`src/logic/rv_decode_pkg.sv`:
```
`default_nettype none

package rv_decode_pkg;

    typedef logic [31:0] word_t;                       // Data and instruction word
    typedef logic [4:0]  reg_addr_t;                   // Register index
    typedef logic [11:0] csr_addr_t;                   // CSR address

    typedef enum logic [6:0] {
        OPC_LUI    = 7'b0110111,
        OPC_AUIPC  = 7'b0010111,
        OPC_JAL    = 7'b1101111,
        OPC_JALR   = 7'b1100111,
        OPC_BRANCH = 7'b1100011,
        OPC_LOAD   = 7'b0000011,
        OPC_STORE  = 7'b0100011,
        OPC_OP_IMM = 7'b0010011,
        OPC_OP     = 7'b0110011,
        OPC_FENCE  = 7'b0001111,                       // Decoded as a no-op
        OPC_SYSTEM = 7'b1110011                        // ECALL/EBREAK and CSR access
    } opcode_e;

    localparam logic [2:0] F3_BEQ     = 3'b000;        // Branch conditions
    localparam logic [2:0] F3_BNE     = 3'b001;
    localparam logic [2:0] F3_BLT     = 3'b100;
    localparam logic [2:0] F3_BGE     = 3'b101;
    localparam logic [2:0] F3_BLTU    = 3'b110;
    localparam logic [2:0] F3_BGEU    = 3'b111;
    localparam logic [2:0] F3_LB      = 3'b000;        // Load widths
    localparam logic [2:0] F3_LH      = 3'b001;
    localparam logic [2:0] F3_LW      = 3'b010;
    localparam logic [2:0] F3_LBU     = 3'b100;
    localparam logic [2:0] F3_LHU     = 3'b101;
    localparam logic [2:0] F3_SB      = 3'b000;        // Store widths
    localparam logic [2:0] F3_SH      = 3'b001;
    localparam logic [2:0] F3_SW      = 3'b010;
    localparam logic [2:0] F3_SRL_SRA = 3'b101;        // Only OP-IMM code that takes funct7

    // Six views of the same instruction word, MSB first
    typedef struct packed {
        logic [6:0] funct7;
        reg_addr_t  rs2;
        reg_addr_t  rs1;
        logic [2:0] funct3;
        reg_addr_t  rd;
        opcode_e    opcode;
    } r_fmt_t;

    typedef struct packed {
        logic [11:0] imm;                              // Also the CSR address for SYSTEM
        reg_addr_t   rs1;
        logic [2:0]  funct3;
        reg_addr_t   rd;
        opcode_e     opcode;
    } i_fmt_t;

    typedef struct packed {
        logic [6:0] imm_hi;                            // imm[11:5]
        reg_addr_t  rs2;
        reg_addr_t  rs1;
        logic [2:0] funct3;
        logic [4:0] imm_lo;                            // imm[4:0]
        opcode_e    opcode;
    } s_fmt_t;

    typedef struct packed {
        logic       imm_12;                            // Sign bit
        logic [5:0] imm_10_5;
        reg_addr_t  rs2;
        reg_addr_t  rs1;
        logic [2:0] funct3;
        logic [3:0] imm_4_1;
        logic       imm_11;                            // Sits where S keeps imm[0]
        opcode_e    opcode;
    } b_fmt_t;

    typedef struct packed {
        logic [19:0] imm;                              // imm[31:12]
        reg_addr_t   rd;
        opcode_e     opcode;
    } u_fmt_t;

    typedef struct packed {
        logic       imm_20;                            // Sign bit
        logic [9:0] imm_10_1;
        logic       imm_11;
        logic [7:0] imm_19_12;
        reg_addr_t  rd;
        opcode_e    opcode;
    } j_fmt_t;

    typedef union packed {
        r_fmt_t r;
        i_fmt_t i;
        s_fmt_t s;
        b_fmt_t b;
        u_fmt_t u;
        j_fmt_t j;
    } instr_u;

    typedef logic [4:0] alu_op_t;                      // {M-ext, alternate, funct3}
    localparam alu_op_t ALU_OP_ADD = 5'b00000;

    typedef enum logic [2:0] {
        BR_NOOP, BR_EQ, BR_NE, BR_LT, BR_LTU, BR_GE, BR_GEU
    } br_op_e;

    typedef enum logic [2:0] {
        LOAD_LB, LOAD_LH, LOAD_LW, LOAD_LBU, LOAD_LHU
    } load_op_e;

    typedef enum logic [1:0] {
        STORE_SB, STORE_SH, STORE_SW
    } store_op_e;

    typedef enum logic [1:0] {
        REGS, RS2IMM_RS1, RS2IMM_RS1PC                 // Operand origin for execute
    } data_origin_e;

    typedef logic [2:0] csr_op_t;                      // Bit 2 immediate form, 01/10/11 RW/RS/RC

    typedef struct packed {
        alu_op_t      alu_op;
        br_op_e       br_op;
        data_origin_e data_origin;
        logic [1:0]   data_target;
        logic         regfile_wr;
        logic         jump;
        logic         jalr;
        logic         use_rs1;
        logic         use_rs2;
        logic         csr_wr;
        csr_op_t      csr_op;
    } ctrl_t;

    typedef struct packed {
        logic      data_rd;
        logic      data_wr;
        load_op_e  load_op;
        store_op_e store_op;
        logic [3:0] byte_en;
    } mem_ctrl_t;

    typedef struct packed {
        ctrl_t     ctrl;
        mem_ctrl_t mem;
        word_t     imm;
        reg_addr_t rs1;
        reg_addr_t rs2;
        reg_addr_t rd;
        csr_addr_t csr_addr;
    } decoded_t;

endpackage

`default_nettype wire

```
`src/logic/decode_stage.sv`:
```
`timescale 1ns/1ps
`default_nettype none

module decode_stage import rv_decode_pkg::*; (
    input  logic     clk_i,
    input  logic     rst_i,                            // Synchronous, active high
    input  logic     instr_valid_i,                    // Level, sampled each rising edge
    input  word_t    instr_i,
    output logic     dec_valid_o,                      // Record valid, one cycle after input
    output decoded_t dec_o
);

    instr_u    instr;                                  // Format views of instr_i
    word_t     imm;
    ctrl_t     ctrl;
    mem_ctrl_t mem;
    decoded_t  dec_rec;                                // Combinational record before the flop

    // Drop every side effect and keep the payload fields
    function automatic decoded_t bubble(input decoded_t rec);
        decoded_t b;
        b                 = rec;
        b.ctrl.regfile_wr = 1'b0;
        b.ctrl.jump       = 1'b0;
        b.ctrl.jalr       = 1'b0;
        b.ctrl.csr_wr     = 1'b0;
        b.mem.data_rd     = 1'b0;
        b.mem.data_wr     = 1'b0;
        return b;
    endfunction

    assign instr = instr_i;

    imm_gen u_imm_gen (
        .instr_i (instr),
        .imm_o   (imm)
    );

    opcode_ctrl u_opcode_ctrl (
        .instr_i (instr),
        .ctrl_o  (ctrl)
    );

    mem_access_decode u_mem_access_decode (
        .instr_i (instr),
        .mem_o   (mem)
    );

    assign dec_rec = '{
        ctrl:     ctrl,
        mem:      mem,
        imm:      imm,
        rs1:      instr.r.rs1,
        rs2:      instr.r.rs2,
        rd:       instr.r.rd,
        csr_addr: instr.i.imm                          // CSR number sits in the I immediate
    };

    always_ff @(posedge clk_i) begin
        if (rst_i || !instr_valid_i) begin
            dec_valid_o <= 1'b0;
            dec_o       <= bubble(dec_rec);            // Reset or bubble, payload is don't-care
        end else begin
            dec_valid_o <= 1'b1;
            dec_o       <= dec_rec;
        end
    end

endmodule

`default_nettype wire

```
`src/logic/imm_gen.sv`:
```
`timescale 1ns/1ps
`default_nettype none

module imm_gen import rv_decode_pkg::*; (
    input  instr_u instr_i,                            // Instruction under decode
    output word_t  imm_o                               // Sign-extended immediate
);

    always_comb begin
        imm_o = '0;                                    // No immediate for OP, FENCE, SYSTEM
        case (instr_i.r.opcode)
            OPC_LUI,
            OPC_AUIPC: begin
                imm_o = {instr_i.u.imm, 12'b0};        // Upper 20 bits, low 12 cleared
            end
            OPC_JAL: begin
                imm_o = {{11{instr_i.j.imm_20}},       // Sign extend from bit 20
                         instr_i.j.imm_20,
                         instr_i.j.imm_19_12,
                         instr_i.j.imm_11,
                         instr_i.j.imm_10_1,
                         1'b0};                        // Halfword aligned target
            end
            OPC_JALR,
            OPC_LOAD,
            OPC_OP_IMM: begin
                imm_o = {{20{instr_i.i.imm[11]}}, instr_i.i.imm};
            end
            OPC_STORE: begin
                imm_o = {{20{instr_i.s.imm_hi[6]}}, instr_i.s.imm_hi, instr_i.s.imm_lo};
            end
            OPC_BRANCH: begin
                imm_o = {{19{instr_i.b.imm_12}},       // Sign extend from bit 12
                         instr_i.b.imm_12,
                         instr_i.b.imm_11,
                         instr_i.b.imm_10_5,
                         instr_i.b.imm_4_1,
                         1'b0};
            end
            default: begin
                imm_o = '0;
            end
        endcase
    end

endmodule

`default_nettype wire

```
`src/logic/mem_access_decode.sv`:
```
`timescale 1ns/1ps
`default_nettype none

module mem_access_decode import rv_decode_pkg::*; (
    input  instr_u    instr_i,                         // Instruction under decode
    output mem_ctrl_t mem_o                            // Data memory control
);

    always_comb begin
        mem_o.data_rd  = 1'b0;
        mem_o.data_wr  = 1'b0;
        mem_o.load_op  = LOAD_LW;                      // Also kept for illegal load funct3
        mem_o.store_op = STORE_SB;
        mem_o.byte_en  = 4'b0000;                      // No lanes unless a legal store
        case (instr_i.r.opcode)
            OPC_LOAD: begin
                mem_o.data_rd = 1'b1;
                case (instr_i.i.funct3)
                    F3_LB:   mem_o.load_op = LOAD_LB;
                    F3_LH:   mem_o.load_op = LOAD_LH;
                    F3_LW:   mem_o.load_op = LOAD_LW;
                    F3_LBU:  mem_o.load_op = LOAD_LBU;
                    F3_LHU:  mem_o.load_op = LOAD_LHU;
                    default: mem_o.load_op = LOAD_LW;
                endcase
            end
            OPC_STORE: begin
                mem_o.data_wr = 1'b1;                  // Strobe even if width is illegal
                case (instr_i.s.funct3)
                    F3_SB: mem_o.byte_en = 4'b0001;
                    F3_SH: begin
                        mem_o.store_op = STORE_SH;
                        mem_o.byte_en  = 4'b0011;      // Low halfword
                    end
                    F3_SW: begin
                        mem_o.store_op = STORE_SW;
                        mem_o.byte_en  = 4'b1111;
                    end
                    default: mem_o.byte_en = 4'b0000;
                endcase
            end
            default: mem_o.data_rd = 1'b0;
        endcase
    end

endmodule

`default_nettype wire

```
`src/logic/opcode_ctrl.sv`:
```
`timescale 1ns/1ps
`default_nettype none

module opcode_ctrl import rv_decode_pkg::*; (
    input  instr_u instr_i,                            // Instruction under decode
    output ctrl_t  ctrl_o                              // Execute and writeback control
);

    logic [2:0] funct3;
    logic [6:0] funct7;
    logic       rd_nz;                                 // Writes to x0 are dropped here

    assign funct3 = instr_i.r.funct3;
    assign funct7 = instr_i.r.funct7;
    assign rd_nz  = |instr_i.r.rd;

    always_comb begin
        ctrl_o.alu_op      = ALU_OP_ADD;               // Default decode is a harmless ADD
        ctrl_o.br_op       = BR_NOOP;
        ctrl_o.data_origin = REGS;
        ctrl_o.data_target = 2'b00;
        ctrl_o.regfile_wr  = 1'b0;
        ctrl_o.jump        = 1'b0;
        ctrl_o.jalr        = 1'b0;
        ctrl_o.use_rs1     = 1'b0;
        ctrl_o.use_rs2     = 1'b0;
        ctrl_o.csr_wr      = 1'b0;
        ctrl_o.csr_op      = '0;
        case (instr_i.r.opcode)
            OPC_LUI: begin
                ctrl_o.data_origin = RS2IMM_RS1;       // x0 + imm
                ctrl_o.regfile_wr  = rd_nz;
            end
            OPC_AUIPC: begin
                ctrl_o.data_target = 2'b11;
                ctrl_o.regfile_wr  = rd_nz;
            end
            OPC_JAL: begin
                ctrl_o.data_target = 2'b11;            // Link value PC+4 into rd
                ctrl_o.jump        = 1'b1;
                ctrl_o.data_origin = RS2IMM_RS1PC;     // PC + imm
                ctrl_o.regfile_wr  = rd_nz;
            end
            OPC_JALR: begin
                ctrl_o.data_target = 2'b11;
                ctrl_o.use_rs1     = 1'b1;
                ctrl_o.jump        = 1'b1;
                ctrl_o.jalr        = 1'b1;             // Target from rs1, not PC
                ctrl_o.data_origin = RS2IMM_RS1PC;
                ctrl_o.regfile_wr  = rd_nz;
            end
            OPC_BRANCH: begin
                ctrl_o.use_rs1 = 1'b1;
                ctrl_o.use_rs2 = 1'b1;
                case (funct3)
                    F3_BEQ:  ctrl_o.br_op = BR_EQ;
                    F3_BNE:  ctrl_o.br_op = BR_NE;
                    F3_BLT:  ctrl_o.br_op = BR_LT;
                    F3_BGE:  ctrl_o.br_op = BR_GE;
                    F3_BLTU: ctrl_o.br_op = BR_LTU;
                    F3_BGEU: ctrl_o.br_op = BR_GEU;
                    default: ctrl_o.br_op = BR_NOOP;   // 010 and 011 are unused
                endcase
            end
            OPC_LOAD: begin
                ctrl_o.use_rs1     = 1'b1;
                ctrl_o.data_origin = RS2IMM_RS1;       // Address is rs1 + imm
                ctrl_o.regfile_wr  = rd_nz;
            end
            OPC_STORE: begin
                ctrl_o.data_target = 2'b01;
                ctrl_o.use_rs1     = 1'b1;
                ctrl_o.use_rs2     = 1'b1;             // Store data
                ctrl_o.data_origin = RS2IMM_RS1;
            end
            OPC_OP_IMM: begin
                ctrl_o.use_rs1     = 1'b1;
                ctrl_o.data_origin = RS2IMM_RS1;
                ctrl_o.regfile_wr  = rd_nz;
                // Immediate bits only count as funct7 for SRLI/SRAI
                ctrl_o.alu_op = {1'b0, (funct3 == F3_SRL_SRA) & funct7[5], funct3};
            end
            OPC_OP: begin
                ctrl_o.use_rs1    = 1'b1;
                ctrl_o.use_rs2    = 1'b1;
                ctrl_o.regfile_wr = rd_nz;
                ctrl_o.alu_op     = {funct7[0], funct7[5], funct3};  // M-ext, SUB/SRA, op
            end
            OPC_SYSTEM: begin
                ctrl_o.csr_wr     = |funct3;           // Zero funct3 is ECALL/EBREAK
                ctrl_o.regfile_wr = rd_nz & (|funct3); // Old CSR value into rd
                ctrl_o.csr_op     = funct3;
                ctrl_o.use_rs1    = ~funct3[2];        // Immediate forms take uimm from rs1 field
            end
            OPC_FENCE: begin
                ctrl_o.alu_op = ALU_OP_ADD;            // Nothing to order in this core
            end
            default: begin
                ctrl_o.alu_op = ALU_OP_ADD;
            end
        endcase
    end

endmodule

`default_nettype wire

```
`config.mk`:
```
export PLATFORM = sky130hd
export DESIGN_NAME = decode_stage
export DESIGN_NICKNAME = d
export VERILOG_FILES = /design/src/logic/rv_decode_pkg.sv /design/src/logic/decode_stage.sv /design/src/logic/imm_gen.sv /design/src/logic/mem_access_decode.sv /design/src/logic/opcode_ctrl.sv
export SDC_FILE = /design/constraint.sdc
export NUM_CORES = 1
export LEC_CHECK = 0
export BUFFER_PORTS_ARGS = -buffer_cell sky130_fd_sc_hd__buf_2
export CORE_MARGIN = 2
export CORE_UTILIZATION = 45
export DETAILED_ROUTE_END_ITERATION = 12
export MAX_ROUTING_LAYER = met4
export PLACE_DENSITY_LB_ADDON = 0.12
export SETUP_SLACK_MARGIN = 0.2
export SLEW_MARGIN = 20
export SYNTH_ARGS = -nofsm -noshare
export SYNTH_HDL_FRONTEND = slang
export SYNTH_SLANG_ARGS = --single-unit
```
`constraint.sdc`:
```
create_clock -name clk_i -period 2.03 [get_ports clk_i]
set_input_delay 0.3045 -clock clk_i [delete_from_list [all_inputs] [get_ports clk_i]]
set_output_delay 0.3045 -clock clk_i [all_outputs]
set_load 0.005 [all_outputs]
```
# --- Yosys cells after proc, flatten, opt, wreduce, memory -nomap -nowiden ---
# Cells that the tools add are included.
word_totals:
  regBits: 92
  inputBits: 35
classes:
  eq_ne: 16
  muxes: 20
  bitwise: 4
  n_reduce_logical: 14
ops:
  columns: ["operator", "count"]
  rows:
  - ["one-hot mux 32 bit (5 select lines)", 1]
  - ["equality test 7 bit (second input constant)", 4]
  - ["equality test 7 x 6 -> 1 bit (second input constant)", 3]
  - ["one-hot mux 3 bit (6 select lines)", 1]
  - ["equality test 7 x 5 -> 1 bit (second input constant)", 2]
  - ["equality test 3 bit (second input constant)", 4]
  - ["one-hot mux 2 bit (2 select lines)", 3]
  - ["one-hot mux 3 bit (4 select lines)", 1]
  - ["one-hot mux 4 bit (3 select lines)", 1]
  - ["OR reduction 3 bit", 4]
  - ["one-hot mux 5 bit (2 select lines)", 1]
  - ["two-way mux 3 bit", 3]
  - ["equality test 7 x 2 -> 1 bit (second input constant)", 1]
  - ["OR reduction 7 bit", 1]
  - ["two-way mux 1 bit", 6]
  - ["two-way mux 6 bit", 1]
  - ["OR reduction 2 bit", 3]
  - ["OR reduction 6 bit", 1]
  - ["OR reduction 5 bit", 1]
  - ["one-hot mux 1 bit (2 select lines)", 2]
  - ["OR reduction 4 bit", 1]
  - ["equality test 3 x 1 -> 1 bit (second input constant)", 1]
  - ["equality test 3 x 2 -> 1 bit (second input constant)", 1]
  - ["zero test 3 bit", 1]
  - ["other kinds (4)", 6]

# --- Depth between registers and ports, before layout ---
# Gate-level depths: netlist (run 1).
depth:
  ltp_word: 3
  ltp_mapped: 6
  mapped_depth_nobuf: 4

# --- By module ---
# A second synthesis (run 1) with hierarchy kept.
hier_totals:
  cells_unflattened: 240
  hier_area_um2: 2829.0
by_module_without_submodules:
  columns: ["module", "n_inst", "cells_per_inst", "area_each_um2", "seq_area_each_um2"]
  rows:
  - ["decode_stage", 1, 99, 1838.0, 1741.7]
  - ["imm_gen", 1, 65, 484.2, 0.0]
  - ["opcode_ctrl", 1, 55, 361.6, 0.0]
  - ["mem_access_decode", 1, 21, 145.1, 0.0]

# --- Worst setup path after synthesis (run 1) ---
# Ideal clock, no wire load.
synth_path:
  path_kind: "in2reg"
  startpoint: "input instr_i[3]"
  endpoint: "register dec_o[61] in the netlist's numbering"
  setup_ps: 73
  arrival_time_ps: 1428
  slack_ps: 529
  cell_stages: 6
  path_cell_list: "buf_6 > and4bb_1 > buf_6 > nand3b_4 > or3_4 > nor3b_2"
synth_via:
  elab_chain_cells: 2
synth_lines:
  columns: ["item", "line_no", "rtl"]
  rows:
  - ["start: declaration", "decode_stage.sv:8", "input word_t instr_i,"]
  - ["equality test 7 x 6 -> 1 bit", "mem_access_decode.sv:15", "case (instr_i.r.opcode)"]
  - ["two-way mux 6 bit", "mem_access_decode.sv:15", null]
  - ["end signal: assignment", "decode_stage.sv:62", "dec_o <= bubble(dec_rec);"]
  - ["end signal: assignment", "decode_stage.sv:65", "dec_o <= dec_rec;"]
  - ["end: declaration", "decode_stage.sv:10", "output decoded_t dec_o"]
# Every way passes these cells.
# A chain may end at the register's enable or synchronous reset.

# --- Worst setup path after layout (run 1) ---
layout_path:
  startpoint: "input instr_i[4]"
  endpoint: "register dec_o[54] in the netlist's numbering"
layout_via:
  elab_chain_cells: 3
  elab_cells_between_ends: 11
layout_lines:
  columns: ["item", "line_no", "rtl"]
  rows:
  - ["equality test 7 bit, or another cell as far along", "imm_gen.sv:11", "case (instr_i.r.opcode)"]
  - ["OR reduction 3 bit / OR reduction 2 bit (equally long branches)", "imm_gen.sv:11", null]
  - ["one-hot mux 32 bit (5 select lines) *", "imm_gen.sv:11", null]
  - ["net imm[27]", "decode_stage.sv:14", "word_t imm;"]
# Mark *: on every way through the listed nets, which the timed path passes. The rest lies on a longest branch.

==> results of run 1 <==
## metrics by stage
stage           util  power (uW)  std cells  worst slack, ps
4_1_cts        0.621        3160        420              605
2_1_floorplan      -        1840        222              529
3_3_place_gp   0.583        1940        404              264
6_report       0.621        3130        420              591
5_1_grt        0.621        3250        420              486
3_5_place_dp   0.583        1940        404              242
## state kept, by name (all words and copies together), names as in the netlist
| register | count |
|---|---|
| dec_valid_o | 1 |
| dec_o | 84 |
## cell families after synthesis
kind of cell	after synthesis	share of synthesized area
flops	85	0.652
compound gates	41	0.123
buf+inv	24	0.0547
xor+xnor	2	0.00672
mux	2	0.00767
simple gates	68	0.156
## power breakdown
part	leakage, uW	total, uW	internal, uW	switching, uW
sequential	0.000695	1720	1710	9.70
combinational	0.00106	184	84.1	99.4
clock	0.000101	1230	693	536
total	0.00186	3130	2480	646
## cell type report
class,instances,area share
clock buffer,12,0.0393
clock inverter,4,0.0211
inverter,4,0.00437
multi-input combinational,113,0.222
sequential,85,0.495
tap,72,0.0262
timing repair buffer,130,0.192
## metal layers
layer / vias up / GRT usage
met5: - / -
met4: 0 / 0.105
met3: 11 / 0.0506
met2: 79 / 0.288
met1: 885 / 0.229
li1: 981 / -
## placed cells by master, fill, tap and decap left out, types with 2 or more instances in the layout
master / instances
sky130_fd_sc_hd__buf_2: 126
sky130_fd_sc_hd__dfxtp_1: 85
sky130_fd_sc_hd__nor2_1: 13
sky130_fd_sc_hd__a21o_2: 11
sky130_fd_sc_hd__nand2_1: 10
sky130_fd_sc_hd__clkbuf_8: 9
sky130_fd_sc_hd__a21o_1: 8
sky130_fd_sc_hd__and2_1: 8
sky130_fd_sc_hd__nor3_1: 7
sky130_fd_sc_hd__a22o_2: 6
sky130_fd_sc_hd__and3_1: 5
sky130_fd_sc_hd__nor2b_1: 4
sky130_fd_sc_hd__inv_1: 4
sky130_fd_sc_hd__buf_4: 4
sky130_fd_sc_hd__o21a_1: 3
sky130_fd_sc_hd__o21ai_0: 3
sky130_fd_sc_hd__a31oi_1: 3
sky130_fd_sc_hd__nand2b_1: 3
sky130_fd_sc_hd__a21oi_1: 3
sky130_fd_sc_hd__clkbuf_1: 3
sky130_fd_sc_hd__and3b_1: 2
sky130_fd_sc_hd__or2_2: 2
sky130_fd_sc_hd__nor3b_2: 2
sky130_fd_sc_hd__mux2i_1: 2
sky130_fd_sc_hd__nand3_1: 2
sky130_fd_sc_hd__nand3b_1: 2
sky130_fd_sc_hd__a211oi_1: 2
sky130_fd_sc_hd__bufinv_16: 2
## path summary, 6_finish.rpt
path                             to   startpoint  cells past startpoint  slack, ps
setup / recovery  dec_o[54]$_DFF_P_   instr_i[4]                      5        590
hold / removal    dec_o[26]$_DFF_P_  instr_i[19]                      1         80
==> summary.md, run 1 <==
The flow ran to the end, and the final reports show no timing, DRC or antenna violations. Input and output buffers added on the ports amount to 126. Measured along the y axis, the die boundary spans 80.1 um.

Walking the worst path, the cells encountered are buf_2 -> and3b_1 -> a22o_2 -> o21a_1 -> a21o_2. The per-cell via count in the routed design came out at 4.66. The placer's final routability congestion estimate came out at 0.807. The number of slew-limit violations in the final report was 0. After synthesis, the cell types taking the most area are sky130_fd_sc_hd__dfxtp_1, sky130_fd_sc_hd__a21o_2, sky130_fd_sc_hd__a22o_2. H-tree depth: 3.

In the synthesized netlist, the number of instances is 222. The sequential element share of the synthesized area is 0.652. Measured along the x axis, the die boundary spans 80.1 um. The initial cell density of the core was 0.471; the share of layout cells above drive strength 1 was 0.477. The remaining antenna violation count after routing is 0, and the number of CTS-inserted buffers is 9. In this design, the stage delay of the slowest critical-path cell is 320 ps. The logs give 0.584 for the worst slew margin relative to its limit and 0 for the number of violations of the max-capacitance limit. The detailed route wirelength on metal2 is 2730 um, and the area of the die is 6420 um2.

The final count of hold timing violations is 0, and the clock-pin slew on the worst setup and hold paths is 80 ps. Setup repair after global routing left no endpoint under its margin. The run gives 376 um as the total met3 wirelength after detailed routing. The register area was 1700 um2; the per-instance average area after synthesis was 11.8 um2. Post-synthesis async set-or-reset flop share: 0.

For the net total in the final layout, the log shows 378. The post-synthesis register bit count works out to 85. After detailed routing, the number of remaining DRC violations is 0. In this run the cell area of the synthesized design comes to 2610 um2. Among all stages on the critical path, the largest delay is contributed by sky130_fd_sc_hd__a22o_2. TritonCTS built the clock tree. The logs give 0 for the final setup violation count and 764 um2 for the multi-input logic area. In this run the worst path has a maximum fanout of 12.

The run gives 4210 um as the HPWL reported at the end of detailed placement. The overall routing resource usage was 0.189; the power density over cell area was 910 nW/um2. The clock period could shrink to 1440 ps. The pin count of the biggest net entering global routing was 14.

The tools report the number of global-route vias before repair as 1805. For this design, the CTS-stage hold fixing added 0 buffers. The number of different library cells in the post-synthesis netlist is 39.

The core region is 5540 um2. The fraction of post-synthesis cell area in the top cell type by area came out at 0.652. The tools report the number of placement rows as 27.

The ratio of final minimum period to clock period was 0.709; the I/O pin count was 127. The worst setup path is launched from an input port. For the setup TNS after final layout, the log shows 0 ps. The longest clock path from root to sink contains 2 buffers.

VDD sags by at most 0.581 mV. The total overflow left after global routing is 0. The number of buffers and inverters on the critical path works out to 1. For the worst setup path, the data arrival time is 1670 ps.

Among all flip-flop cells after synthesis, the most frequent one is sky130_fd_sc_hd__dfxtp_1. Post-synth net total: 257. At the pin with the least slew margin, the transition time is 622 ps. The run gives 505 as the count of fill cells added during filler insertion. The area growth from synthesis to layout works out to 31.8%.

The run gives 2260 ps as the data required time at the worst endpoint. Once layout is done, the placed cells without fillers occupy 3440 um2. The number of enable flip-flop cells after synthesis is 0. The highest clock frequency the design can meet is 0.695 GHz. The dominant cell by count in the synthesized netlist was sky130_fd_sc_hd__dfxtp_1. For this design the static power due to leakage is 0.00186 uW. Total vias in the final route: 1956. The worst min-delay path class was input port to register. The run gives 8760 um as the wire length of the first global-routing pass. The worst hold slack came out at 77.8 ps. The pre-antenna-repair detailed-routing pass consisted of 4 iterations. The tools report the number of DRC violations after detailed-routing iteration 0 as 98.

By startpoint and endpoint, the worst setup path is classified as input port to register. The kind of cell with the highest combined delay along the critical path is compound AO/OA/AOI/OAI gates. The diode insertion count for antenna repair is 0. The clock tree root driver cell was sky130_fd_sc_hd__clkbuf_8. Of all cell types, the one taking the most synthesized area is sky130_fd_sc_hd__dfxtp_1.

The detailed router put a total of 2530 um of wire on met1. STA classifies the critical path endpoint as a register. Post-CTS timing repair inserted 0 buffers for setup. The number of gates given a new drive strength after cts came out at 0. The run gives 0 as the initial antenna violation count. Yosys printed 0 warnings. After detailed routing, the average wire length per cell comes to 13.7 um.

The commonest cells after synthesis are sky130_fd_sc_hd__dfxtp_1, sky130_fd_sc_hd__nor2_1, sky130_fd_sc_hd__a21o_2, sky130_fd_sc_hd__nand2_1. Signal routing reaches up to met4. Summed over all layers, the routed wires come to 5740 um. The placed instances occupy a cell area of 3230 um2.

The run gives 85 as the clock sink total.
(Power assumes the default switching activity.)
==> run 2: changes to the inputs <==
clock period = 1.5 ns   (was 2.03 ns; I/O delays follow)
==> run 2 against run 1 <==
Non-clock buffer count up 33. Combinational power rose by 64%. Clock power grew 27%. Sequential power is 35% higher. Global-route usage is 0.85 points higher. Critical path type unchanged. Largest cell class unchanged.
==> summary.md, run 2 (same netlist as run 1, synthesis figures left out) <==
The worst hold path belongs to the class input port to register. The core utilization of the finished layout came out at 0.670. The tools report the sort of element at the start of the critical path as an input port. For the worst setup margin, the log shows 346 ps. The ratio of final minimum period to clock period was 0.769; the post-CTS setup-driven buffer insertion count was 0. The leakage dissipation came out at 0.00201 uW.

Summed over all failing endpoints, the final setup total negative slack is 0 ps. The diode insertion count for antenna repair is 0, and the area growth from synthesis to layout is 42.4%. Final setup violation count: 0. The number of buffers added on ports came out at 126.

Share of layout cells above drive strength 1: 0.486. The number of cells on the worst hold path is 1, and the number of DRC violations after detailed-routing iteration 0 is 99. In the final design database the tool counted 411 nets. Count of fill cells added during filler insertion: 461. The wire length of the first global-routing pass is 9310 um. The worst slew margin relative to its limit came out at 0.604. The logs give 4180 uW for the overall power after layout and 1400 ps for the worst endpoint data arrival time. In the final layout, flip-flops and latches occupy 1700 um2. The die is 80.1 um wide. The floorplan step defined a core boundary enclosing 5540 um2. The number of global-route vias before repair was 2026.

The floorplan step defined a die boundary enclosing 6420 um2. The most frequent standard cell in the layout excluding fill and tap cells is sky130_fd_sc_hd__buf_2. The number of clock buffers added by TritonCTS is 9.

The tools report the final count of hold timing violations as 0. For this block, the routed nets add up to 6020 um of wire. In the layout the commonest cells are sky130_fd_sc_hd__buf_2, sky130_fd_sc_hd__dfxtp_1, sky130_fd_sc_hd__buf_4, sky130_fd_sc_hd__dlygate4sd3_1, sky130_fd_sc_hd__nor2_1.

Number of slew-limit violations in the final report: 0. Summed over all nets, the half-perimeter wirelength after detailed placement is 4310 um. The per-cell via count in the routed design works out to 4.57. In the final layout, the registers with the most flip-flops are dec_o (84), dec_valid_o (1). The multi-input logic area was 767 um2; the clock sink total was 85. For the data required time at the worst endpoint, the log shows 1750 ps. The power density over cell area works out to 1130 nW/um2.

Dividing the detail-routed wire length by the instance count gives 13.3 um. STA classifies the critical path endpoint as a register. IR analysis of the VDD net gives a maximum drop of 0.687 mV.

The floorplan has 27 rows. For this run, design rule violations remaining after detail routing come to 0. The tools report the length of the first detailed-routing pass in iterations as 4.

Along the worst path, the maximum fanout reaches 6. Clock-pin slew was measured on the worst setup and hold paths at 70 ps. The run gives 2069 as the total vias in the final route. The logs give 0.198 for the overall routing resource usage and 14 for the pin count of the biggest net entering global routing. Type of the worst setup path: input port to register.

Setup repair after global routing left no endpoint under its margin. The flip-flop count of the largest register, all copies and words added was 84; the highest clock frequency the design can meet was 0.866 GHz. The worst path needs 1150 ps of the cycle, external delays included. The path with the worst hold slack has its endpoint at dec_o[1]$_DFF_P_. The tools report the startpoint of the worst hold path as instr_i[21]. From bottom edge to top edge, the die measures 80.1 um. Timing analysis after detailed placement gives a worst setup slack of -32.3 ps.

The buffer depth of the longest clock path is 2, and the remaining antenna violation count after routing is 0. The H-tree was split into 3 levels. The tree is rooted in a sky130_fd_sc_hd__clkbuf_8. Initial cell density of the core: 0.471. TritonCTS built the clock tree.

The flow ran to the end, and the final reports show no timing, DRC or antenna violations. The initial antenna violation count is 0, and the worst hold slack is 16.7 ps. Number of violations of the max-capacitance limit: 0. The placer's final routability congestion estimate is 0.838. Register ranked first by flip-flop count: dec_o. 127 I/O pins were placed.

For this run the aggregate overflow at the end of global routing stands at 0. Transition time at the pin with the least slew margin: 592 ps.
run 2: cell count changes in the layout (fill, tap and decap cells not counted):
cell                            delta
sky130_fd_sc_hd__buf_4            +17
sky130_fd_sc_hd__bufinv_16         -1
sky130_fd_sc_hd__clkbuf_1          -2
sky130_fd_sc_hd__clkbuf_8          +1
sky130_fd_sc_hd__clkinv_2          +3
sky130_fd_sc_hd__clkinvlp_4        -1
sky130_fd_sc_hd__dlygate4sd3_1    +16
sky130_fd_sc_hd__or2_2             -1
sky130_fd_sc_hd__or2_4             +1
run 2: worst max-delay path by stage:
stage                           from              endpoint  slack, ps  depth (start not counted)
after global routing      instr_i[6]     dec_o[44]$_DFF_P_        240                          6
after CTS                 instr_i[6]     dec_o[41]$_DFF_P_        320                          6
after floorplan           instr_i[3]  dec_o[61]$_SDFF_PP0_         80                          6
after global placement    instr_i[6]     dec_o[39]$_DFF_P_        -30                          6
after detailed placement  instr_i[6]     dec_o[42]$_DFF_P_        -30                          6
final                     instr_i[1]     dec_o[58]$_DFF_P_        350                          6
run 2: final cells by class:
| type | instances | share of cell area |
|---|---|---|
| multi-input combinational | 113 | 0.207 |
| clock inverter | 5 | 0.0135 |
| clock buffer | 11 | 0.0381 |
| timing repair buffer | 163 | 0.255 |
| sequential | 85 | 0.458 |
| tap | 72 | 0.0243 |
| inverter | 4 | 0.00404 |
run 2: metrics by stage:
step | cell area [um2] | std cells
2_1_floorplan | 2620 | 222
3_3_place_gp | 3360 | 421
3_5_place_dp | 3360 | 421
4_1_cts | 3710 | 453
5_1_grt | 3710 | 453
6_report | 3710 | 453
run 2: report_power, final:
part / internal (uW) / total (uW) / switching [uW]
logic: 159 / 301 / 142
clock network: 804 / 1560 / 752
registers: 2310 / 2320 / 13.4
total: 3270 / 4180 / 907
run 2: what timing repair did:
| action | CTS | global route |
|---|---|---|
| gates resized for setup | 0 | 0 |
| hold endpoints to repair | 16 | 0 |
| hold buffers | 16 | 0 |
run 2: worst max-delay path: stages:
cell	delay (ps)
sky130_fd_sc_hd__buf_2	120
sky130_fd_sc_hd__and4bb_1	240
sky130_fd_sc_hd__buf_4	170
sky130_fd_sc_hd__nand2_1	160
sky130_fd_sc_hd__nand3_1	250
sky130_fd_sc_hd__o21a_1	240
run 2: metal layers:
metal	vias to the layer above	GRT usage	wire [um]
li1	1053	-	-
met1	924	0.240	2720
met2	83	0.316	2830
met3	9	0.0416	363
met4	0	0.0932	104
met5	-	-	0
==> run 3: changes to the inputs <==
clock period = 1.1 ns   (was 1.5 ns; I/O delays follow)
==> run 3 against run 2 <==
The flow now finishes with violations (negative setup slack). Utilization grew 9.5 points. Global-route usage grew 1.9 points. Sequential share of layout area shrank 5.1 points. First-iteration DRC count grew 4.0%. Clock-buffer cell count shrank 1. Largest cell class unchanged. Highest routed layer unchanged.
==> summary.md, run 3 (same netlist as run 1, synthesis figures left out) <==
Flip-flop count of the largest register, all copies and words added: 84. The checks that failed: negative setup slack. The finished layout holds 473 standard cells, fillers aside. The worst slack at placement came out at -385 ps.

The worst setup path is of the input port to register kind. The logs give 3 for the H-tree depth and 0.081 for the combinational group share of total power. The ratio of final minimum period to clock period was 1.00; the vertical die dimension was 80.1 um. Worst slew margin relative to its limit: 0.685.

The run gives 2 as the buffer depth of the longest clock path. The largest registers in the layout are dec_o (84), dec_valid_o (1). Across the run, the number of max-cap violations was 0. The sort of element at the start of the critical path was an input port.

The tightest min-delay check is of the input port to register type. Using the TritonRoute via totals, the vias-per-cell ratio works out to 4.65. The clock tree root driver cell was sky130_fd_sc_hd__clkbuf_8. The share of layout cells above drive strength 1 came out at 0.628. Dividing the detail-routed wire length by the instance count gives 14.5 um. The tools report the pin count of the biggest net entering global routing as 16.

Static timing analysis puts the maximum clock frequency at 0.905 GHz. For the worst setup path, the data required time is 1380 ps. The net switching power was 1380 uW; the power density over cell area was 1510 nW/um2. The overall routing resource usage was 0.217; the total met3 wirelength after detailed routing was 422 um. The global-route congestion overflow total came out at 0.

The routed design could run at a clock period as short as 1100 ps. The tools report the initial antenna violation count as 0. In the routed design, unresolved DRC markers number 0. The placed instances occupy a cell area of 3440 um2. For this block, the via count after detailed routing is 2199. From synthesis to final layout, the design area changed by 62.5%.

After floorplanning, the core was divided into 27 placement rows. At the pin with the least slew margin, the transition time is 469 ps. In the final design database the tool counted 431 nets.

The floorplan step defined a die boundary enclosing 6420 um2. The number of placed instances, taps included, is 431. Setup repair after global routing could not meet its margin everywhere. The total area inside the core boundary comes to 5540 um2. The run gives 0.00221 uW as the leakage dissipation. The number of antenna diodes in the final layout is 0.

The routed design uses 3380 um of met2 wire. The first global-routing pass estimated 10300 um of wire. STA classifies the critical path endpoint as a register. At the end of routability-driven placement, the weighted congestion stood at 0.881. Ranked by flip-flop count, first place goes to dec_o.

Along the worst path, the maximum fanout reaches 4. The switching power as a share of total power works out to 0.216. The number of CTS-inserted buffers was 9; the final setup violation count was 2. The logs give 127 for the I/O pin count and 2940 um for the detailed-routing wirelength on met1. For the routed wire length, the log shows 6840 um. The most frequent standard cell in the layout excluding fill and tap cells is sky130_fd_sc_hd__buf_2. Sequential fraction of design power: 0.495. The cell-internal power is 5030 uW, and the final count of hold timing violations is 0.

Worst setup margin: -4.76 ps. After legalization and detailed placement, the total HPWL measured 4520 um. Clock-pin slew was measured on the worst setup and hold paths at 90 ps. In this run the horizontal extent of the chip is 80.1 um. The maximum resistive drop on vdd came out at 0.945 mV.

The run gives 0 as the remaining antenna violation count after routing. TritonCTS built the clock tree. The flow ran to the end, but the final reports show violations. The number of DRC violations after detailed-routing iteration 0 came out at 103.

The final standard cell area without fillers was 4240 um2. The uppermost layer routed is met4. The number of buffers added on ports is 126, and the number of slew-limit violations in the final report is 0. The library cells used most frequently in the layout, excluding fill and tap cells, are sky130_fd_sc_hd__buf_2, sky130_fd_sc_hd__dfxtp_1, sky130_fd_sc_hd__buf_4, sky130_fd_sc_hd__dfxtp_2, sky130_fd_sc_hd__buf_6. The portion of total power attributed to the clock network was 0.424; the clock sink total was 85.

Data arrives at the worst endpoint at 1380 ps. The number of global-route vias before repair is 2127, and the length of the first detailed-routing pass in iterations is 4. The initial cell density of the core is 0.471.
-- run 3: cell types whose count changed in the layout (fill, tap and decap cells not counted), sizes merged --
cell,previous run,this run
buf,147,163
bufinv,1,3
clkbuf,11,10
clkinv,4,0
clkinvlp,0,1
dlygate4sd3,16,19
inv,4,6
o21a,3,4
-- run 3: cell type report --
class                   instances  area [um2]
flip-flops and latches         85        1730
multi-input cells             114         928
repair buffers                182        1220
inverters                       4        15.0
well taps                      72        90.1
clock inverters                 6         118
clock buffers                  10         138
fillers                       394        1300
-- run 3: path summary, 6_finish.rpt --
| check | start | endpoint | slack (ps) | cells after the start |
|---|---|---|---|---|
| worst min-delay path | instr_i[31] | dec_o[11]$_DFF_P_ | 30 | 1 |
| worst max-delay path | instr_i[3] | dec_o[61]$_SDFF_PP0_ | -5 | 6 |
-- run 3: metrics by stage --
stage / util / total power, uW / hold WS [ps] / setup TNS (ps)
3_3_place_gp: 0.621 / 3630 / 283 / -13830
5_1_grt: 0.765 / 6640 / 21.3 / -19.8
4_1_cts: 0.729 / 6410 / 19.3 / 0
6_report: 0.765 / 6420 / 27.1 / -5.77
3_5_place_dp: 0.621 / 3640 / 287 / -14350
2_1_floorplan: - / 3400 / 193 / -4110
-- run 3: worst max-delay path, stage by stage --
cell and delay, ps:
sky130_fd_sc_hd__buf_6 100, sky130_fd_sc_hd__and4bb_2 360, sky130_fd_sc_hd__buf_6 140, sky130_fd_sc_hd__nand3b_4 80, sky130_fd_sc_hd__or3_4 370, sky130_fd_sc_hd__nor3b_2 170
-- run 3: timing repair --
| item | in CTS | in global routing |
|---|---|---|
| setup buffers | 4 | 2 |
| gates cloned | 1 | 0 |
| pin swaps | 6 | 10 |
| hold buffers | 19 | 0 |
| setup endpoints to repair | 136 | 143 |
| resized for setup | 30 | 53 |
| hold endpoints to repair | 19 | 0 |
-- run 3: power by group through the flow --
stage	Sequential [uW]	Combinational, uW	Clock [uW]
2_1_floorplan	3250	145	0
3_3_place_gp	3240	389	0
3_5_place_dp	3240	395	0
4_1_cts	3170	479	2770
5_1_grt	3180	566	2890
6_report	3170	522	2720
-- run 3: metal layers --
metal	track usage	vias to the layer above
li1	-	1093
met1	0.269	1012
met2	0.345	85
met3	0.0562	9
met4	0.0780	0
met5	-	-
